==> config.mk <==
export PLATFORM = sky130hd
export DESIGN_NAME = serial_io_top
export DESIGN_NICKNAME = d
export VERILOG_FILES = /design/src/rtl/serial_io_pkg.sv /design/src/rtl/uart_tx.sv /design/src/rtl/uart_rx.sv /design/src/rtl/uart.sv /design/src/rtl/rx_byte_fifo.sv /design/src/rtl/io_bus_interface.sv /design/src/rtl/serial_io_top.sv
export SDC_FILE = /design/constraint.sdc
export NUM_CORES = 1
export LEC_CHECK = 0
export BUFFER_PORTS_ARGS = -buffer_cell sky130_fd_sc_hd__clkbuf_2
export CORE_ASPECT_RATIO = 1.1
export CORE_MARGIN = 1
export CORE_UTILIZATION = 54
export DETAILED_ROUTE_END_ITERATION = 7
export PLACE_DENSITY = 0.84
export SLEW_MARGIN = 20
export SYNTH_ARGS = -nofsm -noshare
export SYNTH_HDL_FRONTEND = slang
export SYNTH_SLANG_ARGS = --single-unit
==> constraint.sdc <==
create_clock -name Clock -period 3.28 [get_ports Clock]
set_input_delay 0.328 -clock Clock [delete_from_list [all_inputs] [get_ports Clock]]
set_output_delay 0.328 -clock Clock [all_outputs]
set_load 0.01 [all_outputs]
==> src/rtl/serial_io_pkg.sv <==
// Shared definitions for the memory-mapped serial I/O peripheral.
// Holds the processor-side address map, the bit layout of the status
// word and the byte and word types used by RTL and testbench alike.
// Import with serial_io_pkg::* in the module header where needed.

package serial_io_pkg;

    // ---------------------------------------------------------------------
    // Data types
    // ---------------------------------------------------------------------

    // One serial data byte
    typedef logic [7:0] byte_t;

    // Processor bus address or data word
    typedef logic [31:0] io_word_t;

    // ---------------------------------------------------------------------
    // Address map
    // ---------------------------------------------------------------------

    // Status word, read only; a load clears the overrun flag
    localparam io_word_t STATUS_ADDR = 32'h8000_0000;

    // Receive data, a load pops one byte from the FIFO
    localparam io_word_t RX_DATA_ADDR = 32'h8000_0004;

    // Transmit data, a store sends wdata[7:0]
    localparam io_word_t TX_DATA_ADDR = 32'h8000_0008;

    // ---------------------------------------------------------------------
    // Status word bit positions
    // ---------------------------------------------------------------------

    // Transmitter idle and able to take a byte
    localparam int STAT_TX_READY = 0;
    // At least one received byte waiting
    localparam int STAT_RX_VALID = 1;
    // Sticky, a received byte was lost
    localparam int STAT_RX_OVERRUN = 2;

endpackage

==> src/rtl/uart_tx.sv <==
// UART transmitter, 8 data bits, no parity, one stop bit.
// Takes one byte per valid/ready transfer and shifts out the frame
// LSB first. The line falls one cycle after the accepted transfer and
// ready returns the cycle after the stop bit has finished.

`timescale 1ns/100ps

module uart_tx
    import serial_io_pkg::*;
#(
    parameter int CLOCK_FREQ = 50_000_000,
    parameter int BAUD_RATE  = 115_200
)
(
    input  logic  Clock,
    input  logic  rst_n,
    input  byte_t data,
    input  logic  valid,
    output logic  ready,
    output logic  serial_out
);

    localparam int CLKS_PER_BIT = CLOCK_FREQ / BAUD_RATE;
    localparam int CNT_W        = $clog2(CLKS_PER_BIT);

    // Frame bits still to go out, stop and data and start
    logic [9:0]       shift_reg;
    logic [3:0]       bits_left;
    logic [CNT_W-1:0] clk_cnt;
    logic             busy;

    assign ready      = ~busy;
    // Idle shift register is all ones, so the line rests high
    assign serial_out = shift_reg[0];

    always_ff @(posedge Clock)
    begin
        if (!rst_n)
        begin
            shift_reg <= '1;
            bits_left <= '0;
            clk_cnt   <= '0;
            busy      <= 1'b0;
        end
        else if (!busy)
        begin
            if (valid)
            begin
                // Stop bit, data, start bit
                shift_reg <= {1'b1, data, 1'b0};
                bits_left <= 4'd10;
                clk_cnt   <= '0;
                busy      <= 1'b1;
            end
        end
        else
        begin
            if (clk_cnt == CNT_W'(CLKS_PER_BIT - 1))
            begin
                clk_cnt   <= '0;
                shift_reg <= {1'b1, shift_reg[9:1]};
                bits_left <= bits_left - 4'd1;
                // Last period was the stop bit
                if (bits_left == 4'd1)
                begin
                    busy <= 1'b0;
                end
            end
            else
            begin
                clk_cnt <= clk_cnt + CNT_W'(1);
            end
        end
    end

endmodule

==> src/rtl/uart_rx.sv <==
// UART receiver, 8 data bits, no parity, one stop bit.
// Expects an already synchronized serial line. Finds the start edge,
// confirms it at mid-bit, samples the data bits at mid-bit and checks
// the stop bit. Good bytes are offered with valid/ready; a byte that
// completes while ready is low is lost and drop pulses for one cycle.

`timescale 1ns/100ps

module uart_rx
    import serial_io_pkg::*;
#(
    parameter int CLOCK_FREQ = 50_000_000,
    parameter int BAUD_RATE  = 115_200
)
(
    input  logic  Clock,
    input  logic  rst_n,
    input  logic  serial_in,
    output byte_t data,
    output logic  valid,
    input  logic  ready,
    output logic  drop
);

    localparam int CLKS_PER_BIT = CLOCK_FREQ / BAUD_RATE;
    localparam int HALF_BIT     = CLKS_PER_BIT / 2;
    localparam int CNT_W        = $clog2(CLKS_PER_BIT);

    typedef enum logic [1:0] {RX_IDLE, RX_START, RX_DATA, RX_STOP} rx_state_t;

    rx_state_t        state;
    logic [CNT_W-1:0] clk_cnt;
    logic [2:0]       bit_idx;
    byte_t            shift_reg;
    logic             serial_prev;

    always_ff @(posedge Clock)
    begin
        if (!rst_n)
        begin
            state       <= RX_IDLE;
            clk_cnt     <= '0;
            bit_idx     <= '0;
            serial_prev <= 1'b1;
            valid       <= 1'b0;
            drop        <= 1'b0;
        end
        else
        begin
            serial_prev <= serial_in;
            drop        <= 1'b0;

            // Pending byte taken by the consumer
            if (valid && ready)
            begin
                valid <= 1'b0;
            end

            case (state)
                RX_IDLE:
                begin
                    clk_cnt <= '0;
                    if (serial_prev && !serial_in)
                    begin
                        state <= RX_START;
                    end
                end
                RX_START:
                begin
                    if (clk_cnt == CNT_W'(HALF_BIT - 1))
                    begin
                        clk_cnt <= '0;
                        bit_idx <= '0;
                        // Glitch rather than a real start bit
                        state   <= serial_in ? RX_IDLE : RX_DATA;
                    end
                    else
                    begin
                        clk_cnt <= clk_cnt + CNT_W'(1);
                    end
                end
                RX_DATA:
                begin
                    if (clk_cnt == CNT_W'(CLKS_PER_BIT - 1))
                    begin
                        clk_cnt   <= '0;
                        shift_reg <= {serial_in, shift_reg[7:1]};
                        bit_idx   <= bit_idx + 3'd1;
                        if (bit_idx == 3'd7)
                        begin
                            state <= RX_STOP;
                        end
                    end
                    else
                    begin
                        clk_cnt <= clk_cnt + CNT_W'(1);
                    end
                end
                RX_STOP:
                begin
                    if (clk_cnt == CNT_W'(CLKS_PER_BIT - 1))
                    begin
                        clk_cnt <= '0;
                        state   <= RX_IDLE;
                        // Low stop bit, frame thrown away
                        if (serial_in)
                        begin
                            if (ready)
                            begin
                                data  <= shift_reg;
                                valid <= 1'b1;
                            end
                            else
                            begin
                                drop <= 1'b1;
                                // Newer byte overwrites a stalled one
                                if (valid)
                                begin
                                    data <= shift_reg;
                                end
                            end
                        end
                    end
                    else
                    begin
                        clk_cnt <= clk_cnt + CNT_W'(1);
                    end
                end
                default:
                begin
                    state <= RX_IDLE;
                end
            endcase
        end
    end

endmodule

==> src/rtl/uart.sv <==
// UART wrapper pairing the transmit and receive engines.
// Brings the asynchronous serial input into the clock domain through
// two flops and passes the byte handshakes straight to each engine.

`timescale 1ns/100ps

module uart
    import serial_io_pkg::*;
#(
    parameter int CLOCK_FREQ = 50_000_000,
    parameter int BAUD_RATE  = 115_200
)
(
    input  logic  Clock,
    input  logic  rst_n,
    input  byte_t tx_data,
    input  logic  tx_valid,
    output logic  tx_ready,
    output byte_t rx_data,
    output logic  rx_valid,
    input  logic  rx_ready,
    output logic  rx_drop,
    input  logic  serial_in,
    output logic  serial_out
);

    logic serial_meta;
    logic serial_sync;

    // Two-flop synchronizer, reset to the idle line level
    always_ff @(posedge Clock)
    begin
        if (!rst_n)
        begin
            serial_meta <= 1'b1;
            serial_sync <= 1'b1;
        end
        else
        begin
            serial_meta <= serial_in;
            serial_sync <= serial_meta;
        end
    end

    uart_tx #(
        .CLOCK_FREQ (CLOCK_FREQ),
        .BAUD_RATE  (BAUD_RATE)
    ) uart_tx_inst (
        .Clock      (Clock),
        .rst_n      (rst_n),
        .data       (tx_data),
        .valid      (tx_valid),
        .ready      (tx_ready),
        .serial_out (serial_out)
    );

    uart_rx #(
        .CLOCK_FREQ (CLOCK_FREQ),
        .BAUD_RATE  (BAUD_RATE)
    ) uart_rx_inst (
        .Clock     (Clock),
        .rst_n     (rst_n),
        .serial_in (serial_sync),
        .data      (rx_data),
        .valid     (rx_valid),
        .ready     (rx_ready),
        .drop      (rx_drop)
    );

endmodule

==> src/rtl/rx_byte_fifo.sv <==
// Small synchronous FIFO for received bytes.
// Circular buffer with read and write pointers and an occupancy count.
// The oldest entry is visible on pop_data without a pop. When full, a
// push in the same cycle as a pop is still accepted.

`timescale 1ns/100ps

module rx_byte_fifo
    import serial_io_pkg::*;
#(
    parameter int DEPTH = 4
)
(
    input  logic  Clock,
    input  logic  rst_n,
    input  logic  push,
    input  byte_t push_data,
    input  logic  pop,
    output byte_t pop_data,
    output logic  empty,
    output logic  full
);

    localparam int AW = $clog2(DEPTH);

    byte_t         mem [DEPTH];
    logic [AW-1:0] wr_ptr;
    logic [AW-1:0] rd_ptr;
    logic [AW:0]   count;
    logic          do_push;
    logic          do_pop;

    assign empty    = (count == '0);
    assign full     = (count == (AW+1)'(DEPTH));
    assign do_pop   = pop && !empty;
    assign do_push  = push && (!full || do_pop);
    assign pop_data = mem[rd_ptr];

    // Storage, no reset needed
    always_ff @(posedge Clock)
    begin
        if (do_push)
        begin
            mem[wr_ptr] <= push_data;
        end
    end

    always_ff @(posedge Clock)
    begin
        if (!rst_n)
        begin
            wr_ptr <= '0;
            rd_ptr <= '0;
            count  <= '0;
        end
        else
        begin
            if (do_push)
            begin
                wr_ptr <= wr_ptr + AW'(1);
            end
            if (do_pop)
            begin
                rd_ptr <= rd_ptr + AW'(1);
            end
            case ({do_push, do_pop})
                2'b10:   count <= count + (AW+1)'(1);
                2'b01:   count <= count - (AW+1)'(1);
                default: count <= count;
            endcase
        end
    end

endmodule

==> src/rtl/io_bus_interface.sv <==
// Processor bus side of the serial peripheral.
// Decodes loads and stores to the status, receive and transmit
// addresses, drives the byte handshakes toward the UART, buffers
// received bytes and returns registered read data one cycle after the
// load strobe. Unmapped loads and empty receive reads return zero.

`timescale 1ns/100ps

module io_bus_interface
    import serial_io_pkg::*;
#(
    parameter int RX_FIFO_DEPTH = 4
)
(
    input  logic     Clock,
    input  logic     rst_n,
    input  io_word_t addr,
    input  io_word_t wdata,
    input  logic     store,
    input  logic     load,
    output io_word_t rdata,
    output byte_t    tx_data,
    output logic     tx_valid,
    input  logic     tx_ready,
    input  byte_t    rx_data,
    input  logic     rx_valid,
    output logic     rx_ready,
    input  logic     rx_drop
);

    logic     sel_status;
    logic     sel_rx;
    logic     sel_tx;
    logic     fifo_push;
    logic     fifo_pop;
    byte_t    fifo_data;
    logic     fifo_empty;
    logic     fifo_full;
    logic     overrun;
    io_word_t status_word;

    // -------------------------------------------------------------------
    // Address decode and handshakes
    // -------------------------------------------------------------------

    assign sel_status = (addr == STATUS_ADDR);
    assign sel_rx     = (addr == RX_DATA_ADDR);
    assign sel_tx     = (addr == TX_DATA_ADDR);

    // Store while the transmitter is busy is simply lost
    assign tx_data  = wdata[7:0];
    assign tx_valid = store && sel_tx && tx_ready;

    assign rx_ready  = ~fifo_full;
    assign fifo_push = rx_valid && rx_ready;
    assign fifo_pop  = load && sel_rx && !fifo_empty;

    rx_byte_fifo #(
        .DEPTH     (RX_FIFO_DEPTH)
    ) rx_byte_fifo_inst (
        .Clock     (Clock),
        .rst_n     (rst_n),
        .push      (fifo_push),
        .push_data (rx_data),
        .pop       (fifo_pop),
        .pop_data  (fifo_data),
        .empty     (fifo_empty),
        .full      (fifo_full)
    );

    // -------------------------------------------------------------------
    // Status and read data
    // -------------------------------------------------------------------

    always_comb
    begin
        status_word                  = '0;
        status_word[STAT_TX_READY]   = tx_ready;
        status_word[STAT_RX_VALID]   = ~fifo_empty;
        status_word[STAT_RX_OVERRUN] = overrun;
    end

    // Sticky overrun; a drop in the same cycle as a status read wins
    always_ff @(posedge Clock)
    begin
        if (!rst_n)
        begin
            overrun <= 1'b0;
        end
        else if (rx_drop)
        begin
            overrun <= 1'b1;
        end
        else if (load && sel_status)
        begin
            overrun <= 1'b0;
        end
    end

    always_ff @(posedge Clock)
    begin
        if (!rst_n)
        begin
            rdata <= '0;
        end
        else if (load)
        begin
            if (sel_status)
            begin
                rdata <= status_word;
            end
            else if (sel_rx && !fifo_empty)
            begin
                rdata <= {24'b0, fifo_data};
            end
            else
            begin
                rdata <= '0;
            end
        end
    end

endmodule

==> src/rtl/serial_io_top.sv <==
// Top level of the memory-mapped serial I/O peripheral.
// Connects the processor bus to the bus interface, the byte handshakes
// between bus interface and UART, and the serial pins to the UART.
// Clock rate, baud rate and receive FIFO depth are set here.

`timescale 1ns/100ps

module serial_io_top
    import serial_io_pkg::*;
#(
    parameter int CLOCK_FREQ    = 50_000_000,
    parameter int BAUD_RATE     = 115_200,
    parameter int RX_FIFO_DEPTH = 4
)
(
    input  logic     Clock,
    input  logic     rst_n,
    input  io_word_t addr,
    input  io_word_t wdata,
    input  logic     store,
    input  logic     load,
    output io_word_t rdata,
    input  logic     serial_in,
    output logic     serial_out
);

    byte_t tx_data;
    logic  tx_valid;
    logic  tx_ready;
    byte_t rx_data;
    logic  rx_valid;
    logic  rx_ready;
    logic  rx_drop;

    io_bus_interface #(
        .RX_FIFO_DEPTH (RX_FIFO_DEPTH)
    ) io_bus_interface_inst (
        .Clock    (Clock),
        .rst_n    (rst_n),
        .addr     (addr),
        .wdata    (wdata),
        .store    (store),
        .load     (load),
        .rdata    (rdata),
        .tx_data  (tx_data),
        .tx_valid (tx_valid),
        .tx_ready (tx_ready),
        .rx_data  (rx_data),
        .rx_valid (rx_valid),
        .rx_ready (rx_ready),
        .rx_drop  (rx_drop)
    );

    uart #(
        .CLOCK_FREQ (CLOCK_FREQ),
        .BAUD_RATE  (BAUD_RATE)
    ) uart_inst (
        .Clock      (Clock),
        .rst_n      (rst_n),
        .tx_data    (tx_data),
        .tx_valid   (tx_valid),
        .tx_ready   (tx_ready),
        .rx_data    (rx_data),
        .rx_valid   (rx_valid),
        .rx_ready   (rx_ready),
        .rx_drop    (rx_drop),
        .serial_in  (serial_in),
        .serial_out (serial_out)
    );

endmodule

# Word level (Yosys, flattened, before mapping)
# Memories as Yosys holds them, arrays and structs flattened. A register that Yosys moved wholly into a read port is not among the register bits.
# Cells that the tools add are included.
# op_classes
addsub,8
eq_ne,21
bitwise,3
n_mux,43
n_reduce_logical,27
# ops
op,count
$eq A32 B32 Y1 const B,3
$mux W9,5
$mux W32,1
$mux W10,3
$pmux W9 S3,1
$mux W8,3
$add A9 B1 Y9 const B,2
$eq A9 B9 Y1 const B,2
$mux W2,8
$mux W1,14
$mux W4,3
$pmux W3 S2,2
$logic_and A1 B1 Y1,10
$ne A2 B2 Y1 const B,5
$reduce_and A5 Y1,2
$eq A9 B8 Y1 const B,1
$pmux W2 S4,1
$reduce_bool A2 Y1,4
$add A3 B1 Y3 const B,2
$eq A2 B2 Y1 const B,3
$eq A3 B3 Y1 const B,2
$mux W3,2
$reduce_and A3 Y1,2
$add A2 B1 Y2 const B,2
13 further kinds,19
# word_totals
regBits,99
elab_cells,122
inputBits,69
out_inout_bits,33
mem_bits_rw,32
n_memories,1
# mem_list
memory,words,width,rd,rd_clocked_by_memory_dff,write_ports,line,rtl
io_bus_interface_inst.rx_byte_fifo_inst.mem,4,8,1,1,1,rx_byte_fifo.sv:26,byte_t mem [DEPTH];

# Logic depth before layout (Yosys ltp)
# Gate-level depths: netlist (run 1).
# logic_depth
word_depth,8
ltp_mapped,9
depth_no_buf,9

# Hierarchy
# Synthesis (run 1) repeated with hierarchy kept, for this count alone.
# hier_totals
hier_cells,444
hier_area_um2,5076.1
# modules_own_cells
module,area_per_inst_um2,seq_area_each_um2,cells_per_inst,instances
rx_byte_fifo,1705.4,1141.1,106,1
uart_rx,1415.1,820.8,117,1
uart_tx,1123.6,460.4,129,1
io_bus_interface,779.5,180.2,88,1
uart,52.6,40.0,4,1

# Worst setup path after synthesis (run 1)
# No wires, ideal clock.
# synth_path
kind,input to register
startpoint,in addr[26]
endpoint,reg io_bus_interface_inst.rx_byte_fifo_inst.count[2]
slack_ps,657
stages,9
setup_time_ps,71
n_path_buf,0
required_ps,3209
arrival_time_ps,2553
path_cell_list,nor4_4 > nand4_4 > nor4_4 > ha_1 > inv_1 > fa_1 > xor2_1 > or3_1 > a21oi_1
# synth_via
elab_chain_len,8
word_cells_on_any_way,10
classes_between,eq/ne: 3; mux: 1; reduce/logical: 6
# synth_lines
item,line,rtl
"start, declared",serial_io_top.sv:18,"input io_word_t addr,"
$eq A32 B32 Y1 (*),io_bus_interface.sv:47,assign sel_rx = (addr == RX_DATA_ADDR);
$logic_and A1 B1 Y1 (*) (2 in series),io_bus_interface.sv:56,assign fifo_pop = load && sel_rx && !fifo_empty;
$logic_and A1 B1 Y1 (*),rx_byte_fifo.sv:35,assign do_pop = pop && !empty;
named net io_bus_interface_inst.rx_byte_fifo_inst.do_pop,rx_byte_fifo.sv:31,logic do_pop;
$logic_or A1 B1 Y1,rx_byte_fifo.sv:36,assign do_push = push && (!full || do_pop);
$logic_and A1 B1 Y1,rx_byte_fifo.sv:36,
$eq A2 B1 Y1 or $eq A2 B2 Y1 (tied branches),rx_byte_fifo.sv:66,"case ({do_push, do_pop})"
$pmux W3 S2 or $reduce_bool A2 Y1 (tied branches),n/a,
"end signal, assigned",rx_byte_fifo.sv:67,2'b10: count <= count + (AW+1)'(1);
"end signal, assigned",rx_byte_fifo.sv:68,2'b01: count <= count - (AW+1)'(1);
"end signal, assigned",rx_byte_fifo.sv:69,default: count <= count;
"end, declared",rx_byte_fifo.sv:29,logic [AW:0] count;
# The timed path passes the listed nets; every way through them passes the cells marked *.
# A chain may end at the register's enable or synchronous reset.

# Final worst setup path (run 1)
# layout_path
startpoint,in addr[1]
endpoint,reg io_bus_interface_inst.rx_byte_fifo_inst.count[2]
# Same word-level chain as after synthesis.

==> results of run 1 <==
[stage by stage]
step,worst slack (ps),instances,hold slack [ps],utilization (%)
global placement,662,565,396,60.3
floorplan,657,432,386,-
finish,933,581,144,62.9
CTS,937,581,135,62.9
detailed placement,563,565,404,60.3
global route,803,581,142,62.9
[layout make-up]
cell class              instances  area [sq um]  area share [%]
repair buffers                 59           310            5.78
flip-flops and latches        108          2640            49.2
clock inverters                 7           100            1.86
inverters                      15          56.3            1.05
clock buffers                   9           124            2.31
multi-input cells             272          2000            37.2
well taps                     111           139            2.59
[per-layer routing]
| metal | track usage, % | vias to the layer above |
|---|---|---|
| met1 | 23.6 | 1522 |
| met3 | 4.28 | 11 |
| met5 | 0 | - |
| li1 | - | 1559 |
| met2 | 35.7 | 96 |
| met4 | 7.21 | 0 |
[power by group through the flow]
stage | Clock, uW | Combinational, uW | Sequential [uW]
3_5_place_dp | 0 | 81.4 | 1430
2_1_floorplan | 0 | 60.3 | 1430
4_1_cts | 891 | 82.0 | 1400
6_report | 877 | 81.7 | 1400
3_3_place_gp | 0 | 79.5 | 1430
5_1_grt | 946 | 89.9 | 1400
[Yosys cell counts (3+ instances only)]
master / number / share of area (%)
xor2_1: 6 / 1.1
dfxtp_1: 60 / 25
o21ai_1: 5 / 0.52
a21oi_1: 26 / 2.7
and3_1: 16 / 2.1
nand3_1: 9 / 0.93
nand4b_1: 3 / 0.54
buf_1: 3 / 0.23
a31oi_1: 4 / 0.52
nand2b_1: 8 / 1.0
xnor2_1: 6 / 1.1
mux4_2: 8 / 3.7
buf_4: 25 / 3.9
mux2i_1: 10 / 2.1
nor2_1: 37 / 2.9
a311oi_1: 3 / 0.54
clkbuf_1: 6 / 0.46
ha_1: 14 / 3.6
edfxtp_1: 48 / 30
nor3_1: 8 / 0.82
o21ai_0: 9 / 0.93
nor4_4: 7 / 3.1
nand2_1: 19 / 1.5
inv_1: 14 / 1.1
nor2b_1: 7 / 0.90
nand4_1: 3 / 0.39
[placed cells by master, fill, tap and decap left out, types with 3 or more instances in the layout]
cell      Yosys  layout
nor3_1        8       8
nor4_4        7       7
mux2i_1      10      10
inv_1        14      14
nand3_1       9       9
nand4_1       3       3
and3_1       16      16
a311oi_1      3       3
o21ai_1       5       5
ha_1         14      14
nor2_1       37      37
conb_1        1      24
dfxtp_1      60      60
nand2_1      19      19
edfxtp_1     48      48
buf_4        25       6
nand2b_1      8       8
xnor2_1       6       6
clkbuf_2      0      53
nor2b_1       7       7
xor2_1        6       6
o21ai_0       9       9
nand4b_1      3       3
a21oi_1      26      26
a31oi_1       4       4
mux4_2        8       8
clkbuf_8      0       9
[worst max-delay path: cells and delay by family]
kind	cells	cell delay, ps
adders and majority gates	2	640
buffers and inverters	2	160
xor gates and xnor gates	1	160
AOI/OAI and AO/OA	1	140
and+or+nand+nor	4	1200
[kinds of logic (layout without fill, tap and decap cells)]
| logic type | after synthesis | after routing | share of synthesized area, % |
|---|---|---|---|
| compound gates | 68 | 68 | 9.12 |
| xor+xnor | 12 | 12 | 2.16 |
| fa+ha+maj | 15 | 15 | 4.02 |
| buf+inv | 52 | 90 | 6.16 |
| flops | 108 | 108 | 54.4 |
| mux | 19 | 19 | 6.01 |
| other cells | 1 | 24 | 0.0772 |
| simple gates | 134 | 134 | 18.0 |
[final timing paths]
check,slack (ps),startpoint,cells after the start,end
min reg2reg,420,uart_inst.serial_meta,1,uart_inst.serial_sync
max,930,addr[1],10,flop
max reg2reg,1010,flop,9,flop
min,140,serial_in,2,uart_inst.serial_meta
==> flow_summary.json, run 1 <==
{
  "cts_buffers": 9,
  "largest_reg_flops": 32,
  "detail-route-antenna-nets": 0,
  "netlist_instances": 409,
  "cts_tree": "yes",
  "dieArea_sq_mm": 0.00937,
  "status": "complete, no violations",
  "synth_area_per_cell_sq_um": 11.9,
  "grt_max_degree": 34,
  "globalplace.congestion": 0.811,
  "drive_above_1_share_pct": 21.5,
  "dpl_cell_area_sq_mm": 0.00515,
  "top_register": "io_bus_interface_inst.rx_byte_fifo_inst.mem",
  "setup.worst_path.end_class": "flop",
  "yosysSeqAreaShare_pct": 54.4,
  "cts_sinks": 108,
  "ir_drop_uv": 249,
  "arrival_ps": 2650,
  "syn_to_final_growth_pct": 10.6,
  "tightestPinTransition_ps": 689,
  "worstSetupStartpointType": "input port",
  "vias_per_cell": 5.49,
  "fill_cells": 647,
  "p_int_uw": 1860,
  "final_cell_area_sq_mm": 0.00537,
  "nNetsFinal": 549,
  "synth_area_sq_mm": 0.00485,
  "grt_pass1_wl_microns": 14400,
  "critical_path.cell_chain": "clkbuf_2, nor4_4, nand4_4, nor4_4, ha_1, inv_1, fa_1, xor2_1, or3_1, a21oi_1",
  "cts_buffer_depth": 2,
  "clk_latency_ps": 360,
  "antenna_found_initial": 0,
  "hold_violations": 0,
  "worstPathMaxFanout": 6,
  "synth_ff_type": "dfxtp_1",
  "worstPathRequired_ps": 3580,
  "cp_common_cell": "nor4_4",
  "powerDensity_mw_per_mm2": 439,
  "grtUsageTotal_pct": 19.9,
  "clkTransAtPathRegs_ps": 100,
  "drv_cap": 0,
  "setup_violations": 0,
  "via_count": 3188,
  "die_width_microns": 92.4,
  "core-area_sq_mm": 0.00854,
  "max_freq_mhz": 426,
  "routed-wl-met3_microns": 451,
  "cts_resized": 0,
  "dp_hpwl_microns": 6320,
  "die_h_microns": 101,
  "holdBufCountCts": 0,
  "maxSlewViolCount": 0,
  "io_buffer_count": 53,
  "worstSetupPathType": "in2reg",
  "tns_ps": 0,
  "rows": 35,
  "grt_pass1_vias": 3055,
  "drt_first_pass_iters": 4,
  "slowest_stage": "fa_1",
  "totalPowerFinal_uw": 2360,
  "period_needed_ps": 2350,
  "drtIter0Drc": 153,
  "hold_class": "in2reg",
  "wl_met1_microns": 3690,
  "power_frac_clock_pct": 37.2,
  "rsz0062_at_grt": "no",
  "p_switching_uw": 497,
  "grt-ovfl-total": 0,
  "cts_setup_buffers": 0,
  "routedWlPerCell_microns": 15.2,
  "wl_met2_microns": 4540,
  "synth_async_sr_flop_share_pct": 0,
  "ctsHtreeMaxLevel": 3,
  "swShare_pct": 21.1,
  "timing.final.crit_share_pct": 71.6,
  "seqPwrFrac_pct": 59.3,
  "p_leak_uw": 0.00197,
  "start_util_pct": 56.8,
  "synth_edf_count": 48,
  "drcViolationCount": 0,
  "max_stage_delay_ps": 390,
  "ys_ff_latch": 108,
  "cts_root_buffer": "clkbuf_8",
  "io_pins": 102,
  "diodes": 0,
  "highest_layer": "met4",
  "clock_skew_ps": 8.99,
  "wl_microns": 8820,
  "synth_warnings": 0,
  "pwr-share-comb_pct": 3.5,
  "yosys.cell_types.count": 61,
  "relSlewSlack_pct": 54.1
}
Power figures use the tool's default switching activity.
==> run 2: changes to the inputs <==
==> constraint.sdc (replaced) <==
create_clock -name Clock -period 2.3 [get_ports Clock]
set_input_delay 0.23 -clock Clock [delete_from_list [all_inputs] [get_ports Clock]]
set_output_delay 0.23 -clock Clock [all_outputs]
set_load 0.01 [all_outputs]
==> run 2 against run 1 <==
  * Largest cell class unchanged
  * Combinational power up 46%
  * Highest routed layer unchanged
  * Sequential power rose by 42%
  * Total power is 35% higher
  * Clock skew is 6.4 ps higher
  * Final area up 1.3%
  * Critical path type is now reg2reg
==> flow_summary.json, run 2 (synthesis gave the netlist of run 1 again) <==
{
  "ctsHtreeMaxLevel": 3,
  "drtIter0Drc": 157,
  "top_register": "io_bus_interface_inst.rx_byte_fifo_inst.mem",
  "setup_violations": 0,
  "timing.final.crit_share_pct": 94.4,
  "start_util_pct": 56.8,
  "clock_skew_ps": 15.4,
  "grt_max_degree": 34,
  "setup.worst_path.end_class": "flop",
  "max_stage_delay_ps": 390,
  "cts_buffer_depth": 2,
  "path_buf_inv": 1,
  "powerDensity_mw_per_mm2": 587,
  "dieArea_sq_mm": 0.00937,
  "io_pins": 102,
  "grtUsageTotal_pct": 19.5,
  "worstSetupStartpointType": "flop",
  "totalPowerFinal_uw": 3190,
  "ir_drop_uv": 316,
  "drive_above_1_share_pct": 24.2,
  "largest_reg_flops": 32,
  "placedCellCount": 577,
  "grt_pass1_vias": 3179,
  "syn_to_final_growth_pct": 12.1,
  "cts_tree": "yes",
  "drcViolationCount": 0,
  "status": "complete, no violations",
  "diodes": 0,
  "die_h_microns": 101,
  "critical-path-top-delay-family": "simple AND/OR/NAND/NOR gates",
  "slowest_stage": "dfxtp_1",
  "p_leak_uw": 0.00203,
  "rows": 35,
  "final_cell_mix": "dfxtp_1 (60), clkbuf_2 (53), edfxtp_1 (48), nor2_1 (37), a21oi_1 (26)",
  "drv_cap": 0,
  "via_count": 3292,
  "antenna_found_initial": 0,
  "clkTransAtPathRegs_ps": 100,
  "arrival_ps": 2460,
  "stdcell_count": 594,
  "hold_slack_ps": 45.9,
  "vias_per_cell": 5.54,
  "detail-route-antenna-nets": 0,
  "worstSetupPathType": "reg2reg",
  "maxSlewViolCount": 0,
  "hold_violations": 0,
  "io_buffer_count": 53,
  "cts_root_buffer": "clkbuf_8",
  "wl_microns": 8620,
  "max_freq_mhz": 461,
  "cts_sinks": 108,
  "critical_path.cell_chain": "nor3_1, nand2b_1, nor4_4, ha_2, inv_1, fa_2, xor2_1, or3_1, a21oi_1",
  "worstPathMaxFanout": 4,
  "core-area_sq_mm": 0.00854,
  "routedWlPerCell_microns": 14.5,
  "period_needed_ps": 2170,
  "grt_pass1_wl_microns": 14200,
  "postLayoutCoreUtil_pct": 63.7,
  "worstPathRequired_ps": 2590,
  "final_common_cell": "dfxtp_1",
  "cts_buffers": 9,
  "holdBufCountCts": 0,
  "nNetsFinal": 562,
  "dp_hpwl_microns": 6250,
  "drt_first_pass_iters": 4,
  "die_width_microns": 92.4,
  "grt-ovfl-total": 0,
  "clk_latency_ps": 360,
  "globalplace.congestion": 0.820,
  "hold_class": "in2reg"
}
[run 2: cell count changes in the layout (fill, tap and decap cells not counted), moves of 2 or more]
cell,previous run,this run
buf_4,6,19
clkinvlp_4,2,0
bufinv_16,2,0
inv_6,0,5
[run 2: repair_timing]
action	4_1_cts	5_1_grt
endpoints found under the setup margin	0	1
setup buffers	0	1
gates resized for setup	0	1
[run 2: layout make-up]
cell class,count,area (sq um)
Clock buffer,9,124
Timing Repair Buffer,72,408
Multi-Input combinational cell,272,2010
Fill cell,618,3100
Tap cell,111,139
Sequential cell,108,2640
Clock inverter,7,63.8
Inverter,15,56.3
[run 2: worst register-to-register path, delay by kind of cell (launching register included)]
family,cells,cell delay [ps]
AOI/OAI and AO/OA,1,130
xor gates and xnor gates,1,160
adders and majority gates,2,570
buffers and inverters,1,60
DFF,1,390
and+or+nand+nor,4,780
[run 2: metrics by stage]
step | TNS, ps | worst slack, ps | cell area (sq um)
2_1_floorplan | -175 | -153 | 4950
3_3_place_gp | -41.9 | -41.9 | 5240
3_5_place_dp | -175 | -175 | 5240
4_1_cts | 0 | 0.000222 | 5430
5_1_grt | -0.518 | -0.518 | 5440
6_report | 0 | 129 | 5440
[run 2: metal layers]
metal  global-route usage (%)  share of wire [%]  routed length (microns)  up-vias
li1                         -                  -                        -     1580
met1                     22.6                 41                     3560     1595
met2                     35.7                 52                     4480      107
met3                     4.50                5.4                      469       10
met4                     6.01                1.2                      107        0
met5                        0                  0                        0        -
[run 2: final timing paths]
path	startpoint	slack, ps	endpoint	cells past startpoint
max	flop	130	flop	9
min	serial_in	50	uart_inst.serial_meta	2
max reg2reg	flop	130	flop	9
min reg2reg	uart_inst.serial_meta	420	uart_inst.serial_sync	1
[run 2: power by group]
group	total, uW	switching [uW]	leakage [uW]	internal, uW
clock	1080	657	0.0000975	423
combinational	119	72.7	0.00102	46.0
sequential	1990	4.88	0.000915	1990
total	3190	735	0.00203	2460
